<file path="config.mk">
export PLATFORM = sky130hd
export DESIGN_NAME = framebuffer
export DESIGN_NICKNAME = d
export VERILOG_FILES = /design/src/verilog/mandel_pkg.sv /design/src/verilog/framebuffer.sv
export SDC_FILE = /design/constraint.sdc
export NUM_CORES = 2
export LEC_CHECK = 0
export ABC_AREA = 1
export BUFFER_PORTS_ARGS = -buffer_cell sky130_fd_sc_hd__buf_2
export CAP_MARGIN = 10
export CORE_UTILIZATION = 43
export DETAILED_ROUTE_END_ITERATION = 6
export PLACE_DENSITY = 0.7
export SETUP_SLACK_MARGIN = 0.1
export SYNTH_ARGS = -nofsm -noshare
export SYNTH_HDL_FRONTEND = slang
export SYNTH_SLANG_ARGS = --single-unit
</file>
<file path="constraint.sdc">
create_clock -name clk_sys -period 9.7 [get_ports clk_sys]
set_input_delay 0.485 -clock clk_sys [delete_from_list [all_inputs] [get_ports clk_sys]]
set_output_delay 0.485 -clock clk_sys [all_outputs]
set_load 0.01 [all_outputs]
</file>
<file path="src/verilog/mandel_pkg.sv">
// shared sizes, start view and types for the Mandelbrot renderer
// fixed point is signed Q4.21; framebuffer is 32x18, so pan and zoom offsets suit that size
// step_init is also the coarsest step the navigation accepts

package mandel_pkg;

    // fixed point
    localparam int fp_width = 25;                  // total bits incl sign
    localparam int fp_int   = 4;                   // integer bits
    localparam int fp_frac  = fp_width - fp_int;   // 21 fraction bits

    typedef logic signed [fp_width-1:0] fp_t;

    // escape bound of 4.0, one bit wider so x^2 + y^2 cannot wrap
    localparam logic signed [fp_width:0] escape_limit = 26'sd8388608;

    // iteration
    localparam int iter_max = 63;                  // count limit, 0 means in the set
    localparam int cidx_w   = 6;

    typedef logic [cidx_w-1:0] cidx_t;

    // framebuffer geometry
    localparam int fb_width  = 32;
    localparam int fb_height = 18;
    localparam int fb_pixels = fb_width * fb_height;  // 576
    localparam int fb_addrw  = 10;

    typedef logic [fb_addrw-1:0] fb_addr_t;
    typedef logic [5:0]          coord_t;          // pixel x or y

    // start view
    localparam fp_t x_start_init = -25'sd7340032;  // -3.5
    localparam fp_t y_start_init = -25'sd2359296;  // -1.125
    localparam fp_t step_init    = 25'sd262144;    // 1/8, also max step

    // top-left point and pixel spacing
    typedef struct packed {
        fp_t x_start;
        fp_t y_start;
        fp_t step;
    } view_t;

    // one rendered pixel
    typedef struct packed {
        coord_t x;
        coord_t y;
        cidx_t  cidx;
    } fb_wr_t;

    // what btn_up / btn_dn act on
    typedef enum logic [1:0] {
        nav_horizontal,
        nav_vertical,
        nav_zoom
    } nav_mode_t;

    // iteration engine phases
    typedef enum logic [1:0] {
        it_idle,
        it_square,
        it_update
    } iter_state_t;

endpackage

</file>
<file path="src/verilog/framebuffer.sv">
// colour index framebuffer, 32x18, simple dual port on clk_sys
// write lands one cycle after pix_valid; read data one cycle after rd_addr
// contents undefined until the first frame is written

`timescale 1ns/1ps

module framebuffer import mandel_pkg::*; (
    input  logic     clk_sys,
    input  fb_wr_t   pix,        // pixel from renderer
    input  logic     pix_valid,
    input  fb_addr_t rd_addr,
    output cidx_t    rd_cidx     // index at rd_addr, one cycle later
);

    cidx_t    mem [fb_pixels];

    fb_addr_t wr_addr;  // registered y * width + x
    cidx_t    wr_cidx;  // data delayed to match address
    logic     wr_en;    // pix_valid delayed to match

    // address stage
    always_ff @(posedge clk_sys) begin
        wr_addr <= fb_addr_t'(pix.y * fb_width + pix.x);
        wr_cidx <= pix.cidx;
        wr_en   <= pix_valid;
    end

    // write port
    always_ff @(posedge clk_sys) begin
        if (wr_en) begin
            mem[wr_addr] <= wr_cidx;
        end
    end

    // read port, registered
    always_ff @(posedge clk_sys) begin
        rd_cidx <= mem[rd_addr];
    end

endmodule

</file>
After elaboration in Yosys (flattened, before gate mapping)
Memory sizes are Yosys's and may differ from the RTL's. A register that Yosys moved wholly into a read port is not among the register bits.
Index checks and enable logic that the tools add are counted.
{"block": "op_classes", "addsub": 1, "mux": 2}
{"op": "10-bit by 6-bit adder with 10-bit output", "count": 1}
{"op": "1-bit 2-to-1 mux", "count": 2}
{"block": "word_totals", "elab_cells": 7, "reg_bits": 17, "output_inout_bits": 6, "input_bits": 30, "mem_bits_rw": 3456, "memories": 1}
{"memory": "mem", "words": 576, "width": 6, "rd": 1, "rd_clocked_by_memory_dff": 1, "write_ports": 1, "line_no": "framebuffer.sv:15", "text": "cidx_t mem [fb_pixels];"}

Longest topological paths before layout
{"block": "logic_depth", "word_depth": 2, "mapped_depth": 17, "mapped_depth_nobuf": 13}

Worst setup path after synthesis
No wires, ideal clock.
{"block": "synth_timing", "path_type": "register -> register", "startpoint": "reg wr_cidx[0]", "endpoint": "mem mem[0][0] (netlist bit), data pin", "path_stages_with_launch": 1, "path_slack_ps": 753, "setup_time_ps": 1669, "t_arrival_ps": 7278, "period_less_slack_ps": 8947, "n_path_buf": 0, "cell_sequence": "dfxtp_1"}
{"element": "start, declared", "line_no": "framebuffer.sv:18", "text": "cidx_t wr_cidx;"}
{"element": "start signal, assigned", "line_no": "framebuffer.sv:24", "text": "wr_cidx <= pix.cidx;"}
{"element": "end, declared", "line_no": "framebuffer.sv:15"}
No word-level cell before the write port.

==> results.json <==
{
  "outcome": "finished, violations left",
  "violations": "design-rule violations",
  "critPathMaxFanout": 167,
  "yosysSeqAreaShare_pct": 73.8,
  "instances_no_fill": 16144,
  "track_usage_pct": 21.9,
  "slew_violations": 0,
  "worst_setup_path_end_kind": "register",
  "totalWireLength_um": 370000,
  "ys_seq_elements": 3479,
  "synth.distinct_cells": 28,
  "avgSynthCellArea_um2": 11.9,
  "finalSetupViolCount": 0,
  "area_delta_synth_final_pct": 9.73,
  "rows": 210,
  "die_h_um": 575,
  "yosys.area.top_type_share_pct": 73.5,
  "first_pass_iters": 7,
  "ant_nets": 0,
  "dieArea_um2": 331000,
  "syn_area_um2": 141000,
  "gp_congestion": 0.845,
  "max_cap_violations": 0,
  "min_period_ns": 4.38,
  "critPathArrivalTime_ns": 5.29,
  "initial_core_util_pct": 43.2,
  "p_seq_share_pct": 53.6,
  "finalNetCount": 11560,
  "drive_above_1_share_pct": 5.54,
  "ios": 36,
  "fmax_mhz": 228,
  "cts-root-buf": "clkbuf_16",
  "grt_pass1_wl_um": 548000,
  "core_um2": 327000,
  "synthesis.instances": 11831,
  "cts_tree": "yes",
  "clock_skew_ns": 0.0481,
  "synth_area_leaders": "edfxtp_1, nand3_1, nand2_1",
  "period_share_pct": 45.2,
  "hold_slack_ns": 0.188,
  "hp-start": "pix[0]",
  "power_density_nw_per_um2": 200,
  "grt_pass1_vias": 87031,
  "switching_share_pct": 22.0,
  "crit_path_start": "rd_addr[0]",
  "utilization_pct": 47.4,
  "num_vias": 91627,
  "portBuffers": 34,
  "power.switching_mw": 6.80,
  "hold_end": "wr_cidx[0]",
  "grt_max_degree": 225,
  "r2r_slack_ns": 6.14,
  "ir_drop_mv": 0.158,
  "clock_latency_ns": 0.97,
  "required_ns": 10.60,
  "tns_ns": 0,
  "antenna_found_initial": 18,
  "r2r-end": "mem[190][1]",
  "p_leak_nw": 51.9,
  "synth_fp_nets": 11863,
  "criticalPathCategory": "in2reg",
  "detail_route.wl_per_cell_um": 22.9,
  "yosysTopAreaCell": "edfxtp_1",
  "clkTransAtPathRegs_ns": 0.06,
  "p_int_mw": 24.1,
  "combPwrFrac_pct": 5.7,
  "cts_setup_buffers": 0,
  "drc_errors": 1,
  "avgViaCountPerCell": 5.68,
  "nFillCells": 28149,
  "hold_class": "in2reg",
  "r2r_start": "wr_addr[1]",
  "hold_depth": 2,
  "die_w_um": 575,
  "post_cts_resized": 0,
  "startpoint_type": "input pin",
  "drtIter0Drc": 11661,
  "synth_warnings": 0,
  "rr_worst_depth": 7,
  "cts_num_sinks": 3479,
  "hold_buffers": 20,
  "rsz0062_at_grt": "no",
  "hold_viol": 0,
  "cts.path.max_buffers": 4,
  "power_frac_clock_pct": 40.8,
  "dp.cells": 15503,
  "htreeDepth": 5,
  "dpl.hpwl_um": 194000,
  "cts_made_buffers": 349,
  "tightestPinTransition_ns": 1.21,
  "max_slew_margin_pct": 18.8,
  "grt_overflow": 0
}
flip-flops by register name, indices dropped and copies added (netlist names):
name and flops:
mem 3456, rd_cidx 6, wr_addr 10, wr_cidx 6, wr_en 1
worst max-delay path: stages:
cell and delay, ns:
buf_12 0.38, buf_12 0.60, buf_4 0.80, buf_4 0.87
o21ai_0 0.25, o22ai_1 0.26, nor2_1 0.08, o22ai_1 0.24
o21ai_0 0.11, o21ai_0 0.59, nand2_1 0.11, nand2_1 0.09
worst max path at each step:
stage	end	slack, ns	cells past startpoint
3_3_place_gp	rd_cidx[2]	4.64	16
2_1_floorplan	mem[0][0]	0.75	0
6_report	rd_cidx[1]	5.32	12
5_1_grt	rd_cidx[1]	5.17	12
4_1_cts	rd_cidx[2]	5.62	16
3_5_place_dp	rd_cidx[2]	4.58	16
power by group through the flow:
stage	combinational, mW	sequential (mW)	clock [mW]
after global routing	1.88	16.6	13.2
after detailed placement	1.71	16.9	0
after floorplan	1.01	17.1	0
after CTS	1.72	16.6	12.7
final	1.75	16.6	12.6
after global placement	1.68	16.9	0
logic make-up after synthesis:
logic type                 after synthesis  synth area share, %
and+or+nand+nor                       7091                 21.6
DFF                                   3479                 73.8
buffers and inverters                  893                 3.14
adders and majority gates                2               0.0177
AOI/OAI and AO/OA                      363                 1.43
xor gates and xnor gates                 3               0.0186
cells in the final DEF (no fill, tap or decap), drive strengths merged:
| cell | synthesis | final |
|---|---|---|
| a21oi | 2 | 2 |
| buf | 622 | 172 |
| bufinv | 0 | 18 |
| clkbuf | 224 | 446 |
| clkinv | 3 | 126 |
| clkinvlp | 0 | 5 |
| dfxtp | 23 | 23 |
| diode | 0 | 21 |
| dlygate4sd3 | 0 | 20 |
| edfxtp | 3456 | 3456 |
| ha | 2 | 2 |
| inv | 44 | 52 |
| nand2 | 3162 | 3162 |
| nand3 | 3087 | 3087 |
| nand4 | 2 | 2 |
| nor2 | 815 | 815 |
| nor3 | 23 | 23 |
| o211ai | 9 | 9 |
| o21ai | 240 | 240 |
| o221ai | 16 | 16 |
| o22ai | 96 | 96 |
| or2 | 2 | 2 |
| xnor2 | 2 | 2 |
| xor2 | 1 | 1 |
through the flow:
| step | instance area (µm²) | total power, mW | worst slack [ns] |
|---|---|---|---|
| 2_1_floorplan | 141000 | 18.1 | 0.753 |
| 6_report | 155000 | 30.9 | 5.32 |
| 4_1_cts | 155000 | 31.0 | 5.62 |
| 3_5_place_dp | 144000 | 18.6 | 4.58 |
| 3_3_place_gp | 144000 | 18.6 | 4.64 |
| 5_1_grt | 155000 | 31.7 | 5.17 |
cells in the mapped netlist (all sizes together):
library cell,n
edfxtp,3456
clkinv,3
o22ai,96
xnor2,2
ha,2
nor2,815
inv,44
dfxtp,23
nand3,3087
a21oi,2
o21ai,240
nand4,2
nand2,3162
buf,622
xor2,1
o211ai,9
o221ai,16
nor3,23
or2,2
clkbuf,224
per-layer routing:
metal	track usage [%]	part of all wire (%)	up-vias
met1	29.0	38	44285
li1	-	-	41614
met5	0	0.0097	-
met3	3.82	10	797
met2	35.4	48	4925
met4	9.72	4.0	6
area by class of cell:
cell class / count / area [µm²] / share of cell area, %
Antenna cell: 21 / 52.6 / 0.0339
Timing Repair Buffer: 192 / 1790 / 1.15
Tap cell: 4346 / 5440 / 3.51
Clock inverter: 154 / 1160 / 0.747
Inverter: 47 / 226 / 0.146
Multi-Input combinational cell: 7459 / 32800 / 21.2
Sequential cell: 3479 / 104000 / 67.3
Clock buffer: 446 / 9290 / 5.99
(Power assumes the default switching activity.)
