$ cat config.mk
export PLATFORM = sky130hd
export DESIGN_NAME = render_scan
export DESIGN_NICKNAME = d
export VERILOG_FILES = /design/src/verilog/mandel_pkg.sv /design/src/verilog/mandel_iter.sv /design/src/verilog/render_scan.sv
export SDC_FILE = /design/constraint.sdc
export NUM_CORES = 2
export LEC_CHECK = 0
export BUFFER_PORTS_ARGS = -buffer_cell sky130_fd_sc_hd__buf_2
export CAP_MARGIN = 10
export CORE_MARGIN = 2
export CORE_UTILIZATION = 30
export DETAILED_ROUTE_END_ITERATION = 7
export GPL_ROUTABILITY_DRIVEN = 0
export SLEW_MARGIN = 20
export SYNTH_ARGS = -nofsm -noshare
export SYNTH_HDL_FRONTEND = slang
export SYNTH_SLANG_ARGS = --single-unit
$ cat constraint.sdc
create_clock -name clk_sys -period 9.4 [get_ports clk_sys]
set_input_delay 1.41 -clock clk_sys [delete_from_list [all_inputs] [get_ports clk_sys]]
set_output_delay 1.41 -clock clk_sys [all_outputs]
set_load 0.005 [all_outputs]
$ cat src/verilog/mandel_pkg.sv
// shared sizes, start view and types for the Mandelbrot renderer
// fixed point is signed Q4.21; framebuffer is 32x18, so pan and zoom offsets suit that size
// step_init is also the coarsest step the navigation accepts

package mandel_pkg;

    // fixed point
    localparam int fp_width = 25;                  // total bits incl sign
    localparam int fp_int   = 4;                   // integer bits
    localparam int fp_frac  = fp_width - fp_int;   // 21 fraction bits

    typedef logic signed [fp_width-1:0] fp_t;

    // escape bound of 4.0, one bit wider so x^2 + y^2 cannot wrap
    localparam logic signed [fp_width:0] escape_limit = 26'sd8388608;

    // iteration
    localparam int iter_max = 63;                  // count limit, 0 means in the set
    localparam int cidx_w   = 6;

    typedef logic [cidx_w-1:0] cidx_t;

    // framebuffer geometry
    localparam int fb_width  = 32;
    localparam int fb_height = 18;
    localparam int fb_pixels = fb_width * fb_height;  // 576
    localparam int fb_addrw  = 10;

    typedef logic [fb_addrw-1:0] fb_addr_t;
    typedef logic [5:0]          coord_t;          // pixel x or y

    // start view
    localparam fp_t x_start_init = -25'sd7340032;  // -3.5
    localparam fp_t y_start_init = -25'sd2359296;  // -1.125
    localparam fp_t step_init    = 25'sd262144;    // 1/8, also max step

    // top-left point and pixel spacing
    typedef struct packed {
        fp_t x_start;
        fp_t y_start;
        fp_t step;
    } view_t;

    // one rendered pixel
    typedef struct packed {
        coord_t x;
        coord_t y;
        cidx_t  cidx;
    } fb_wr_t;

    // what btn_up / btn_dn act on
    typedef enum logic [1:0] {
        nav_horizontal,
        nav_vertical,
        nav_zoom
    } nav_mode_t;

    // iteration engine phases
    typedef enum logic [1:0] {
        it_idle,
        it_square,
        it_update
    } iter_state_t;

endpackage

$ cat src/verilog/mandel_iter.sv
// escape-time iteration of z = z^2 + c from z = 0, two cycles per iteration
// products are truncated to Q4.21 and may wrap for large z
// it_count is updates done before |z|^2 > 4, or 0 once iter_max is reached

`timescale 1ns/1ps

module mandel_iter import mandel_pkg::*; (
    input  logic  clk_sys,
    input  logic  rst_sys,
    input  logic  it_start,  // latch c and begin
    input  fp_t   cx,        // real part of c
    input  fp_t   cy,        // imaginary part of c
    output logic  it_done,   // one-cycle pulse, it_count valid
    output cidx_t it_count
);

    iter_state_t state;

    fp_t   cx_r, cy_r;  // latched point
    fp_t   x, y;        // z
    fp_t   x2, y2, xy;  // registered products
    cidx_t cnt;         // updates so far

    logic signed [2*fp_width-1:0] px2, py2, pxy;  // full products
    logic signed [fp_width:0]     mag;            // x^2 + y^2, one bit wider

    always_comb begin
        px2 = x * x;
        py2 = y * y;
        pxy = x * y;
        mag = x2 + y2;
    end

    always_ff @(posedge clk_sys) begin
        it_done <= 1'b0;

        case (state)
            it_idle: begin
                if (it_start) begin
                    cx_r  <= cx;
                    cy_r  <= cy;
                    x     <= '0;  // z starts at 0
                    y     <= '0;
                    cnt   <= '0;
                    state <= it_square;
                end
            end
            it_square: begin  // drop fraction bits back to Q4.21
                x2    <= fp_t'(px2 >>> fp_frac);
                y2    <= fp_t'(py2 >>> fp_frac);
                xy    <= fp_t'(pxy >>> fp_frac);
                state <= it_update;
            end
            it_update: begin
                if (mag > escape_limit) begin  // escape test before update
                    it_count <= cnt;
                    it_done  <= 1'b1;
                    state    <= it_idle;
                end else if (cnt == cidx_t'(iter_max - 1)) begin
                    it_count <= '0;  // limit hit, in the set
                    it_done  <= 1'b1;
                    state    <= it_idle;
                end else begin
                    x     <= x2 - y2 + cx_r;
                    y     <= (xy <<< 1) + cy_r;  // 2xy + cy
                    cnt   <= cnt + 1'b1;
                    state <= it_square;
                end
            end
            default: state <= it_idle;
        endcase

        if (rst_sys) begin
            state   <= it_idle;
            it_done <= 1'b0;
        end
    end

endmodule

$ cat src/verilog/render_scan.sv
// row-major scan of the framebuffer, one escape-time iteration per pixel
// view is latched at start; coordinates step by adding step, no multipliers
// starts ignored while busy

`timescale 1ns/1ps

module render_scan import mandel_pkg::*; (
    input  logic   clk_sys,
    input  logic   rst_sys,
    input  logic   start,       // begin a frame
    input  view_t  view,
    output fb_wr_t pix,         // pixel to write
    output logic   pix_valid,   // one cycle per pixel
    output logic   busy,        // start until frame_done
    output logic   frame_done   // one-cycle pulse
);

    typedef enum logic [2:0] {
        sc_idle,   // waiting for start
        sc_iter,   // kick the iteration engine
        sc_wait,   // wait for it_done
        sc_write,  // pix presented
        sc_last    // last write lands
    } scan_state_t;

    scan_state_t state;

    view_t  view_r;        // view of this frame
    coord_t x, y;          // pixel counters
    fp_t    cx, cy;        // running coordinate
    logic   it_start;
    logic   it_done;
    cidx_t  it_count;

    assign it_start = (state == sc_iter);

    mandel_iter i_mandel_iter (
        .clk_sys  (clk_sys),
        .rst_sys  (rst_sys),
        .it_start (it_start),
        .cx       (cx),
        .cy       (cy),
        .it_done  (it_done),
        .it_count (it_count)
    );

    always_ff @(posedge clk_sys) begin
        pix_valid  <= 1'b0;
        frame_done <= 1'b0;

        case (state)
            sc_idle: begin
                if (start) begin
                    view_r <= view;
                    x      <= '0;
                    y      <= '0;
                    cx     <= view.x_start;  // top-left pixel
                    cy     <= view.y_start;
                    busy   <= 1'b1;
                    state  <= sc_iter;
                end
            end
            sc_iter: state <= sc_wait;  // engine latches c this cycle
            sc_wait: begin
                if (it_done) begin
                    pix.x     <= x;
                    pix.y     <= y;
                    pix.cidx  <= it_count;
                    pix_valid <= 1'b1;
                    state     <= sc_write;
                end
            end
            sc_write: begin
                if (x == coord_t'(fb_width - 1)) begin
                    x  <= '0;
                    y  <= y + 1'b1;
                    cx <= view_r.x_start;  // back to left edge
                    cy <= cy + view_r.step;
                    if (y == coord_t'(fb_height - 1)) state <= sc_last;
                    else                              state <= sc_iter;
                end else begin
                    x     <= x + 1'b1;
                    cx    <= cx + view_r.step;
                    state <= sc_iter;
                end
            end
            sc_last: begin  // framebuffer write done by now
                frame_done <= 1'b1;
                busy       <= 1'b0;
                state      <= sc_idle;
            end
            default: state <= sc_idle;
        endcase

        if (rst_sys) begin
            state      <= sc_idle;
            busy       <= 1'b0;
            pix_valid  <= 1'b0;
            frame_done <= 1'b0;
        end
    end

endmodule

# After elaboration in Yosys (flattened, before gate mapping)
# Cells that the tools add are included.
# classes
addsub,9
multipliers,3
order_cmp,1
n_eq_ne,15
mux,39
n_bitwise,2
reduce_logical,17
# op_table
op,n
25-bit 2-to-1 mux,9
25-bit case mux with 2 select lines,4
25-bit adder,4
25-bit by 25-bit multiplier with 46-bit output,2
6-bit 2-to-1 mux,8
25-bit by 25-bit multiplier with 45-bit output,1
6-bit case mux with 2 select lines,3
25-bit by 25-bit adder with 26-bit output,1
26-bit by 25-bit greater-than comparator with 1-bit output (second input constant),1
25-bit subtractor,1
6-bit by 1-bit adder with 6-bit output (second input constant),3
2-bit AND reduction,7
6-bit by 5-bit equality test with 1-bit output (second input constant),2
3-bit 2-to-1 mux,4
3-bit case mux with 4 select lines,1
2-bit != test (second input constant),4
2-bit nonzero test,4
3-bit by 2-bit equality test with 1-bit output (second input constant),2
6-bit equality test (second input constant),1
1-bit 2-to-1 mux,6
2-bit case mux with 3 select lines,1
2-bit 2-to-1 mux,2
2-bit by 1-bit != test with 1-bit output (second input constant),2
4-bit AND reduction,1
10 further kinds,12
# word_totals
reg_bits,325
output_inout_bits,21

# Depth between registers and ports, before layout
# depth
ltp_word,5
mapped_depth,29
mapped_depth_nobuf,27

# Hierarchy
# From an unflattened synthesis, not the netlist that was laid out.
# hier_totals
hier_cells,7790
area_unflattened_um2,76146.8
# by_module_without_submodules
mod,instances,cells_each,area_each_um2
mandel_iter,1,7071,68409.4
render_scan,1,719,7737.4

# Worst setup path before layout
# No wires, ideal clock.
# synth_path
path_kind,flip-flop to flip-flop
from,reg i_mandel_iter.y[24]
to,reg i_mandel_iter.y2[24] (data pin)
arrival_ns,7.155
required_time_ns,9.140
slack_ns,1.985
stages_incl_launch_ff,24
n_path_buf,2
cell_sequence,edfxtp_1 > clkbuf_1 > clkbuf_1 > nand2_1 > inv_1 > fa_1 > fa_1 > inv_1 > fa_1 > inv_1 > fa_1 > fa_1 > fa_1 > inv_1 > fa_1 > inv_1 > ha_1 > a21oi_1 > a21bo_2 > a221oi_1 > o21ai_0 > o21a_1 > nor2_1 > xnor2_1
# synth_between
elab_chain_len,1
# synth_lines
item,line_no,source
"start, declared",mandel_iter.sv:20,"fp_t x, y;"
"start signal, assigned",mandel_iter.sv:65,y <= (xy <<< 1) + cy_r;
25-bit by 25-bit multiplier with 46-bit output,mandel_iter.sv:29,py2 = y * y;
net i_mandel_iter.py2[45],mandel_iter.sv:24,"logic signed [2*fp_width-1:0] px2, py2, pxy;"
"end signal, assigned",mandel_iter.sv:50,y2 <= fp_t'(py2 >>> fp_frac);
"end, declared",mandel_iter.sv:21,"fp_t x2, y2, xy;"
# The timed path passes the listed nets, and every way through them passes these cells.
# A chain may end at the register's enable or synchronous reset.

# Worst setup path after layout
# layout_path
from,reg i_mandel_iter.y[6]
to,reg i_mandel_iter.y2[24] (data pin)
# The elaborated chain is that of the path after synthesis.

==> impl_metrics.ini <==
[final_layout]
drive_gt1_share_pct = 4.663
nets = 10247
final_common_cell = inv_1
final_cell_mix = inv_1 (2165), fa_1 (1758), nand2_1 (803)
syn_to_final_growth_pct = 8.157

[logic_synthesis]
synth_top_family_by_area = adder cells
synth_xor_area_share_pct = 2.835
ys.flop_type = edfxtp_1
synth_nets = 10248
synth.largest_area_cell = fa_1
synth_compound_area_share_pct = 4.761
synthAdderAreaFrac_pct = 55.53
synth.distinct_cells = 90
netlist_area_sq_um = 76320
yosysWarnings = 0
synth_mux_area_share_pct = 0.09345
synth_top_area_share_pct = 46.12
synth-seq-cells = 325
async_flop_share_pct = 0
synth-edff-count = 316
avgSynthCellArea_sq_um = 9.737
synthCells = 7838
synth.area.top_cells = fa_1 (46%), edfxtp_1 (12%), inv_1 (11%)
synth-simple-area-share_pct = 11.94
ys_seq_area_share_pct = 12.67

[clock_tree]
cts_tree = yes
worstSkewPairLatency_ns = 0.60
clkSlewWorstSetupHoldPaths_ns = 0.06
cts_buffers = 41
postCtsSetupRepairBufs = 0
postCtsResizedCells = 0
clockBufferDepth = 3
root_buffer = clkbuf_16
hold_buffers = 0
htree_levels = 2
clock_sinks = 325

[global_route]
grt_pass1_wl_um = 330200
antenna_found_initial = 7
grt_usage_pct = 16.36
grt_max_degree = 98
grt.overflow.total = 0
grt_pass1_vias = 58058

[critical_path]
start_kind = register
cp.depth = 25
cp_max_fo = 13
path_class = reg2reg
reg2reg_depth = 25
critPathArrivalTime_ns = 9.23
critPathMaxStageDelay_ns = 0.88
endpoint_kind = register
path_buf_inv = 6
critical-path-top-delay-family = adder cells
cp_common_cell = fa_1
cp_slowest_cell = edfxtp_1
required_ns = 9.75

[sta]
max_freq_ghz = 0.1125
tightest_slew_ns = 1.129
max_slew_margin_pct = 24.74
skew_ns = 0.03233
hold_viol = 0
post-route-min-period_ns = 8.886
setup_viol = 0
finalCritPeriodShare_pct = 94.53
setup_tns_ns = 0
finalMaxSlewViolations = 0
rsz0062_at_grt = false

[routing]
ant_nets = 0
vias_per_cell = 4.634
wl_per_cell_um = 18.22
drtIter0Drc = 3596
drc_errors = 0
drtPass1Iterations = 6
wl_um = 204700
dr_total_vias = 52077

[placed_design]
portBuffers = 98
post-dp-hpwl_um = 166900

[floorplanning]
die_area_sq_um = 258400
coreArea_sq_um = 253500
ios = 99
initial_utilization_pct = 30.11
row_count = 185
die_w_um = 508.4
die-height_um = 508.4

[run_status]
status = completed

[worst_hold_path]
whs_path_depth = 0
min_path_type = reg2reg

[flow_run]
drv_cap = 0
==> synthesized netlist by cell type, types with 10 or more instances <==
cell type,n
nand2_1,803
a211oi_1,17
nor4_1,13
o21a_1,21
edfxtp_1,316
nor2_1,292
o211ai_1,15
xor2_1,91
nand2b_1,46
a21o_1,59
nand4_1,18
nor2b_1,87
nand3_1,43
or3_1,16
o21ai_0,127
and3_1,25
a31o_2,10
inv_1,2167
or2_2,13
fa_1,1758
xnor2_1,156
a21oi_1,154
nor3_1,53
o21bai_1,17
and2_1,471
a31oi_1,20
clkbuf_1,278
ha_1,574
==> final cells by class <==
class,count,area (sq um)
antenna,1,2.502
clock buffer,49,1076
clock inverter,27,315.3
fill,25862,170900
inverter,2177,8175
multi-input combinational,5045,57390
sequential,325,9669
tap,3366,4212
timing repair buffer,247,1700
==> path summary, 6_finish.rpt <==
path              slack [ns]                                     from                        endpoint
hold reg to reg         0.43  i_mandel_iter.it_count[0]$_SDFFCE_PN0P_                pix[0]$_DFFE_PP_
setup reg to reg        0.51         i_mandel_iter.y[6]$_SDFFCE_PP0P_  i_mandel_iter.y2[24]$_DFFE_PN_
hold / removal          0.43  i_mandel_iter.it_count[0]$_SDFFCE_PN0P_                pix[0]$_DFFE_PP_
setup / recovery        0.51         i_mandel_iter.y[6]$_SDFFCE_PP0P_  i_mandel_iter.y2[24]$_DFFE_PN_
==> routing by layer <==
metal	vias to the layer above	GRT usage, %	routed length [um]	share of wire (%)
met5	-	0	58	0.028
met4	12	4.797	6745	3.3
met3	318	2.970	15870	7.8
met2	1694	26.79	96050	47
met1	26973	22.01	85970	42
li1	23080	-	-	-
==> per-stage QoR <==
stage | instances | hold WS, ns | cell area [sq um] | util, % | worst slack (ns)
2_1_floorplan | 7838 | 0.4003 | 76320 | - | 1.985
3_3_place_gp | 11159 | 0.4338 | 81130 | 32.01 | 0.4547
3_5_place_dp | 11159 | 0.4064 | 81130 | 32.01 | 0.3990
4_1_cts | 11235 | 0.4465 | 82530 | 32.56 | 0.4068
5_1_grt | 11236 | 0.4529 | 82540 | 32.56 | 0.05633
6_report | 11237 | 0.4331 | 82540 | 32.57 | 0.5144
==> sequential cells by signal, indices dropped and copies added (netlist names), 2 cells and up <==
name and flops:
cx 25, cy 25, i_mandel_iter.cnt 6, i_mandel_iter.cx_r 25, i_mandel_iter.cy_r 25, i_mandel_iter.it_count 6, i_mandel_iter.state 2, i_mandel_iter.x 25
i_mandel_iter.x2 25, i_mandel_iter.xy 24, i_mandel_iter.y 25, i_mandel_iter.y2 25, pix 18, state 3, view_r 50, x 6
y 6
==> kinds of logic after synthesis <==
logic type / Yosys count
muxes: 7
xor gates and xnor gates: 247
DFF: 325
buffers and inverters: 2468
AOI/OAI and AO/OA: 555
adders and majority gates: 2332
and+or+nand+nor: 1904
Power is left out: the tool's default activity adds up to more than one toggle a clock period on the data nets, which glitch-free logic cannot reach.
